--- src/include/rv_config.svh ---
`ifndef RV_CONFIG_SVH
`define RV_CONFIG_SVH

// Architectural register count, x0 included
`define RV_NUM_REGS 32

// Data path width for RV32I
`define RV_XLEN 32

// log2 of the register count
`define RV_REG_ADDR_W 5

`endif

--- src/source/rv_pkg.sv ---
`include "rv_config.svh"

package rv_pkg;

    // Plain vectors for the widths that carry a meaning
    typedef logic [`RV_XLEN-1:0] word_t;        // Operands, results, immediates
    typedef logic [`RV_REG_ADDR_W-1:0] reg_addr_t; // Register index
    typedef logic [31:0] instr_t;                // Raw instruction word

    // ALU operations supported by the slice
    typedef enum logic [2:0] {
        ALU_ADD,
        ALU_SUB,
        ALU_AND,
        ALU_OR,
        ALU_XOR,
        ALU_SLT,  // Signed compare
        ALU_SLL,
        ALU_SRL
    } alu_op_t;

    // Write-back source, codes follow the register file input mux
    typedef enum logic [1:0] {
        WB_NONE  = 2'd0,
        WB_MEM   = 2'd1, // Load data
        WB_FETCH = 2'd2, // Return address from fetch
        WB_ALU   = 2'd3
    } wb_src_t;

endpackage

--- src/source/regfile_if.sv ---
`timescale 1ns/1ps

// Register file controls produced by the decoder
interface regfile_if import rv_pkg::*; ();

    reg_addr_t address_r1;    // rs1
    reg_addr_t address_r2;    // rs2
    reg_addr_t address_rd;    // rd
    logic      en_read_1;
    logic      en_read_2;
    logic      en_write;
    wb_src_t   data_in_control; // Write-back mux select

    modport decoder (
        output address_r1, address_r2, address_rd,
        output en_read_1, en_read_2, en_write,
        output data_in_control
    );

    modport regfile (
        input address_r1, address_r2, address_rd,
        input en_read_1, en_read_2, en_write,
        input data_in_control
    );

endinterface

--- src/source/instr_decoder.sv ---
`timescale 1ns/1ps

module instr_decoder
    import rv_pkg::*;
(
    input  instr_t            instruction,
    regfile_if.decoder        rf,
    output alu_op_t           alu_op,
    output word_t             imm,
    output logic              use_imm    // Operand B from immediate
);

    // Major opcodes of the supported classes
    localparam logic [6:0] OPC_OP     = 7'b0110011;
    localparam logic [6:0] OPC_OP_IMM = 7'b0010011;
    localparam logic [6:0] OPC_LOAD   = 7'b0000011;
    localparam logic [6:0] OPC_STORE  = 7'b0100011;
    localparam logic [6:0] OPC_JAL    = 7'b1101111;

    logic [6:0] opcode;
    logic [2:0] funct3;
    logic       funct7_b30; // Selects sub over add, sra over srl
    alu_op_t    funct_op;   // ALU op implied by funct3 alone

    assign opcode     = instruction[6:0];
    assign funct3     = instruction[14:12];
    assign funct7_b30 = instruction[30];

    // Register fields sit at fixed positions in every format
    assign rf.address_r1 = instruction[19:15];
    assign rf.address_r2 = instruction[24:20];
    assign rf.address_rd = instruction[11:7];

    always_comb begin : funct_map
        case (funct3)
            3'b000:  funct_op = ALU_ADD;
            3'b001:  funct_op = ALU_SLL;
            3'b010:  funct_op = ALU_SLT;
            3'b100:  funct_op = ALU_XOR;
            3'b101:  funct_op = ALU_SRL;
            3'b110:  funct_op = ALU_OR;
            3'b111:  funct_op = ALU_AND;
            default: funct_op = ALU_ADD; // sltu not supported
        endcase
    end

    always_comb begin : decode
        rf.en_read_1       = 1'b0;
        rf.en_read_2       = 1'b0;
        rf.en_write        = 1'b0;
        rf.data_in_control = WB_NONE;
        alu_op             = ALU_ADD;    // Address add for load and store
        use_imm            = 1'b0;
        imm                = {{20{instruction[31]}}, instruction[31:20]}; // I-type

        case (opcode)
            OPC_OP: begin
                rf.en_read_1       = 1'b1;
                rf.en_read_2       = 1'b1;
                rf.en_write        = 1'b1;
                rf.data_in_control = WB_ALU;
                alu_op             = funct_op;
                if (funct3 == 3'b000 && funct7_b30)
                    alu_op = ALU_SUB;
                // sra is outside the subset, drop its write
                if (funct3 == 3'b101 && funct7_b30)
                    rf.en_write = 1'b0;
            end
            OPC_OP_IMM: begin
                rf.en_read_1       = 1'b1;
                rf.en_write        = 1'b1;
                rf.data_in_control = WB_ALU;
                alu_op             = funct_op;
                use_imm            = 1'b1;
            end
            OPC_LOAD: begin
                rf.en_read_1       = 1'b1;
                rf.en_write        = 1'b1;
                rf.data_in_control = WB_MEM; // Memory returns the load data
                use_imm            = 1'b1;
            end
            OPC_STORE: begin
                rf.en_read_1 = 1'b1;             // Base address
                rf.en_read_2 = 1'b1;             // Store data
                use_imm      = 1'b1;
                imm          = {{20{instruction[31]}}, instruction[31:25], instruction[11:7]};
            end
            OPC_JAL: begin
                rf.en_write        = 1'b1;       // rd gets pc + 4, nothing read
                rf.data_in_control = WB_FETCH;
            end
            default: ; // Unknown opcode, all controls stay idle
        endcase
    end

endmodule

--- src/source/register_file.sv ---
`timescale 1ns/1ps
`include "rv_config.svh"

module register_file
    import rv_pkg::*;
(
    input  logic        clk,
    input  logic        reset,                        // Clears every register
    regfile_if.regfile  rf,
    input  logic        busy,                         // Freezes reads and writes
    input  word_t       data_in_frommemory,
    input  word_t       data_in_frominstructionfetch,
    input  word_t       data_in_fromalu,
    output word_t       data_out_r1,
    output word_t       data_out_r2
);

    word_t regs [`RV_NUM_REGS]; // Architectural registers
    word_t data_in;             // Selected write-back value
    logic  write_ok;

    // x0 is hardwired, writes to it vanish
    assign write_ok = rf.en_write && !busy && (rf.address_rd != '0);

    // Gated read, zero when disabled, frozen or x0
    function automatic word_t read_port(input reg_addr_t addr, input logic en);
        if (!en || busy || addr == '0)
            return '0;
        return regs[addr];
    endfunction

    always_comb begin : select_data_in
        case (rf.data_in_control)
            WB_MEM:   data_in = data_in_frommemory;
            WB_FETCH: data_in = data_in_frominstructionfetch;
            WB_ALU:   data_in = data_in_fromalu;
            default:  data_in = '0;
        endcase
    end

    always_ff @(posedge clk) begin
        if (reset) begin
            for (int i = 0; i < `RV_NUM_REGS; i++)
                regs[i] <= '0;
        end else if (write_ok) begin
            regs[rf.address_rd] <= data_in; // Visible to reads next cycle
        end
    end

    always_comb begin : read_ports
        data_out_r1 = read_port(rf.address_r1, rf.en_read_1);
        data_out_r2 = read_port(rf.address_r2, rf.en_read_2);
    end

endmodule

--- src/source/alu.sv ---
`timescale 1ns/1ps

module alu
    import rv_pkg::*;
(
    input  word_t   operand_a,  // rs1 value
    input  word_t   rs2_data,
    input  word_t   imm,
    input  logic    use_imm,
    input  alu_op_t alu_op,
    output word_t   result
);

    word_t      operand_b;
    logic [4:0] shamt;     // Only low 5 bits shift in RV32

    assign operand_b = use_imm ? imm : rs2_data;
    assign shamt     = operand_b[4:0];

    always_comb begin : compute
        case (alu_op)
            ALU_ADD: result = operand_a + operand_b;
            ALU_SUB: result = operand_a - operand_b;
            ALU_AND: result = operand_a & operand_b;
            ALU_OR:  result = operand_a | operand_b;
            ALU_XOR: result = operand_a ^ operand_b;
            // Signed compare, result is 0 or 1
            ALU_SLT: result = word_t'($signed(operand_a) < $signed(operand_b));
            ALU_SLL: result = operand_a << shamt;
            ALU_SRL: result = operand_a >> shamt; // Logical, zero fill
            default: result = '0;
        endcase
    end

endmodule

--- src/source/rv_datapath.sv ---
`timescale 1ns/1ps

module rv_datapath
    import rv_pkg::*;
(
    input  logic   clk,
    input  logic   reset,
    input  instr_t instruction,
    input  logic   busy,        // Stalls the slice for the cycle
    input  word_t  mem_data,    // Load data
    input  word_t  pc_plus4,    // Return address for jal
    output word_t  alu_result,
    output word_t  store_data
);

    regfile_if rf_bus ();

    alu_op_t alu_op;
    word_t   imm;
    logic    use_imm;
    word_t   rs1_data;
    word_t   rs2_data;

    instr_decoder u_decoder (
        .instruction (instruction),
        .rf          (rf_bus),
        .alu_op      (alu_op),
        .imm         (imm),
        .use_imm     (use_imm)
    );

    register_file u_regfile (
        .clk                          (clk),
        .reset                        (reset),
        .rf                           (rf_bus),
        .busy                         (busy),
        .data_in_frommemory           (mem_data),
        .data_in_frominstructionfetch (pc_plus4),
        .data_in_fromalu              (alu_result), // ALU write-back loop
        .data_out_r1                  (rs1_data),
        .data_out_r2                  (rs2_data)
    );

    alu u_alu (
        .operand_a (rs1_data),
        .rs2_data  (rs2_data),
        .imm       (imm),
        .use_imm   (use_imm),
        .alu_op    (alu_op),
        .result    (alu_result)
    );

    assign store_data = rs2_data; // rs2 doubles as store data

endmodule

--- config.mk ---
export PLATFORM = sky130hd
export DESIGN_NAME = rv_datapath
export DESIGN_NICKNAME = d
export VERILOG_FILES = /design/src/source/rv_pkg.sv /design/src/source/regfile_if.sv /design/src/source/instr_decoder.sv /design/src/source/register_file.sv /design/src/source/alu.sv /design/src/source/rv_datapath.sv
export VERILOG_INCLUDE_DIRS = /design/src /design/src/include
export SDC_FILE = /design/constraint.sdc
export NUM_CORES = 2
export LEC_CHECK = 0
export BUFFER_PORTS_ARGS = -buffer_cell sky130_fd_sc_hd__buf_2
export CELL_PAD_IN_SITES_DETAIL_PLACEMENT = 1
export CELL_PAD_IN_SITES_GLOBAL_PLACEMENT = 1
export CORE_MARGIN = 1.5
export CORE_UTILIZATION = 45
export DETAILED_ROUTE_END_ITERATION = 8
export PLACE_DENSITY = 0.81
export REMOVE_ABC_BUFFERS = 1
export SETUP_SLACK_MARGIN = 0.3
export SYNTH_ARGS = -nofsm -noshare
export SYNTH_HDL_FRONTEND = slang
export SYNTH_HIERARCHICAL = 1
export SYNTH_SLANG_ARGS = --single-unit
--- constraint.sdc ---
create_clock -name clk -period 14.23 [get_ports clk]
set_input_delay 0.7115 -clock clk [delete_from_list [all_inputs] [get_ports clk]]
set_output_delay 0.7115 -clock clk [all_outputs]
set_load 0.1 [all_outputs]
==> impl_metrics.json <==
{
  "dr.pass1.iters": 8,
  "cap_violations": 0,
  "pre_cts_ws_ns": 5.04,
  "synth_edf_count": 1024,
  "area_delta_synth_final_pct": 9.27,
  "finalWorstSetupSlack_ns": 4.92,
  "clock_latency_ns": 0.70,
  "slew_violations": 0,
  "worst-path-max-fanout": 23,
  "rrSetupSlack_ns": 6.84,
  "min_period_ns": 9.31,
  "syn_avg_cell_area_um2": 11.7,
  "ir_drop_v": 0.000105,
  "power.leakage_nw": 23.2,
  "largest_reg_flops": 1024,
  "seq_area_frac_synth_pct": 49.1,
  "period_share_pct": 65.4,
  "die_x_um": 376,
  "cts_max_level": 3,
  "antenna_left": 0,
  "rsz0062_at_grt": "no",
  "std_cell_rows": 136,
  "syn-cell-area_mm2": 0.0626,
  "viasPerCell": 7.20,
  "worst_pin_slew_ns": 1.39,
  "die-area_mm2": 0.141,
  "powerDensity_mw_per_mm2": 106,
  "relSlewSlack_pct": 7.18,
  "status": "completed",
  "synthCells": 5359,
  "cts_tree": "built",
  "cp_data_arrival_time_ns": 8.60,
  "hold_buffers": 0,
  "synthArstFlopShare_pct": 0,
  "layout_common_cells": "nor2_1 (1,130), edfxtp_1 (1,024), mux2i_1 (562), mux4_2 (277), buf_4 (190)",
  "post_cts_buffers": 0,
  "nets": 5493,
  "vias": 51600,
  "fmax_mhz": 107,
  "post-dp-hpwl_um": 170000,
  "root_buffer": "clkbuf_16",
  "post_cts_resized": 0,
  "start_kind": "input port",
  "tns_ns": 0,
  "grt_pass1_wl_um": 372000,
  "synth_area_leaders": "edfxtp_1 (49%), mux4_2 (10%), mux2i_1 (9.0%)",
  "cts_buffers": 104,
  "post_drt_wl_per_cell_um": 36.4,
  "track_usage_pct": 36.1,
  "fin_util_pct": 49.7,
  "yosys.area.top_type": "edfxtp_1",
  "die_y_um": 376,
  "first_global_vias": 52300,
  "grt_max_degree": 97,
  "clk_pin_slew_ns": 0.06,
  "synth.top_cell.area_share_pct": 49.1,
  "setup_viol": 0,
  "regMostFlops": "u_regfile/regs",
  "drc": 0,
  "antenna_found_initial": 17,
  "portBuffers": 162,
  "routed_wl_um": 261000,
  "reg_top3": "u_regfile/regs: 1024 flops",
  "drtIter0Drc": 8240,
  "globalplace.congestion": 1.00,
  "start_util_pct": 45.4,
  "yosys_warnings": 6,
  "core_area_mm2": 0.138,
  "final_common_cell": "nor2_1",
  "drive_above_1_share_pct": 19.4,
  "crit_type": "input port to output pin",
  "grt.overflow.total": 0,
  "end_kind": "output pin",
  "synth.distinct_cells": 89,
  "clock_sinks": 1024,
  "synth-seq-cells": 1024,
  "ys.flop_type": "edfxtp_1",
  "required_ns": 13.52,
  "ioPinCount": 163,
  "finalHoldViolCount": 0,
  "skew_ns": 0.0313,
  "clock_path_buffers": 3,
  "min_path_type": "input port to flip-flop"
}
[stage by stage]
stage          power, W  cells  hold WS [ns]  instance area, um^2
3_5_place_dp    0.00450   6975          1.37                65100
6_report        0.00729   7170         0.662                68400
2_1_floorplan   0.00407   4828         0.824                60000
3_3_place_gp    0.00446   6975          1.35                65100
4_1_cts         0.00725   7167         0.646                68400
5_1_grt         0.00740   7169         0.680                68400
[power breakdown]
group	internal, W	total, W	switching (W)	leakage [nW]
Sequential	0.00347	0.00357	0.0000997	9.73
Clock	0.00158	0.00279	0.00121	1.67
Combinational	0.000339	0.000929	0.000590	11.8
[worst max-delay path, cell delays in order]
cell and delay (ns):
buf_2 0.12, nor3_4 0.23, nand3_1 0.28, inv_1 0.14
nand2b_1 0.40, nor2_2 0.60, buf_4 0.48, nand2_1 0.26
a32oi_1 1.16, inv_1 0.32, ha_1 0.59, nor2_1 0.10
o31ai_1 0.48, a211oi_1 0.09, a211oi_1 0.81, a41oi_1 0.35
o21ai_1 0.41, a21oi_1 0.14, mux2i_1 0.13, o21ai_1 0.23
buf_2 0.48
[Yosys cell counts, types with 67 or more instances]
cell type / number
a221oi_1: 69
nand2b_1: 67
clkbuf_1: 335
mux2_2: 136
mux2i_1: 563
edfxtp_1: 1024
mux4_2: 277
a22oi_1: 198
buf_2: 96
nand2_1: 175
o21ai_0: 155
ha_1: 105
inv_1: 108
a32oi_1: 69
buf_4: 88
a21oi_1: 172
nor2_1: 1137
nand3_1: 118
[layout make-up]
class                   instances  area, um^2
inverters                     112         427
repair buffers                353        2330
flip-flops and latches       1024       30700
fillers                     14300       69400
clock buffers                 128        2780
diodes                          3        7.51
clock inverters                64         588
multi-input cells            3692       29300
well taps                    1794        2240
[logic make-up after synthesis]
| logic type | Yosys count | share of synthesized area [%] |
|---|---|---|
| simple gates | 1621 | 10.8 |
| flops | 1024 | 49.1 |
| mux | 1009 | 22.6 |
| compound gates | 889 | 9.81 |
| buf+inv | 674 | 5.01 |
| fa+ha+maj | 107 | 2.16 |
| xor+xnor | 34 | 0.475 |
| other cells | 1 | 0.00599 |
[path summary, 6_finish.rpt]
path,cells past startpoint,start,endpoint
hold / removal,4,mem_data[27],u_regfile/regs[29][27]$_SDFFCE_PN0P_
setup reg to reg,22,u_regfile/regs[19][0]$_SDFFCE_PN0P_,u_regfile/regs[11][26]$_SDFFCE_PN0P_
setup / recovery,21,instruction[3],alu_result[31]
hold reg to reg,13,u_regfile/regs[18][29]$_SDFFCE_PN0P_,u_regfile/regs[28][29]$_SDFFCE_PN0P_
[layer usage]
| metal | GRT usage [%] | vias up | share of wire (%) |
|---|---|---|---|
| li1 | - | 20000 | - |
| met1 | 45.5 | 26000 | 35 |
| met2 | 55.9 | 4509 | 45 |
| met3 | 10.7 | 1061 | 14 |
| met4 | 19.8 | 26 | 6.3 |
| met5 | 0 | - | 0.068 |
Note: power is estimated with default switching activity, not from simulation.
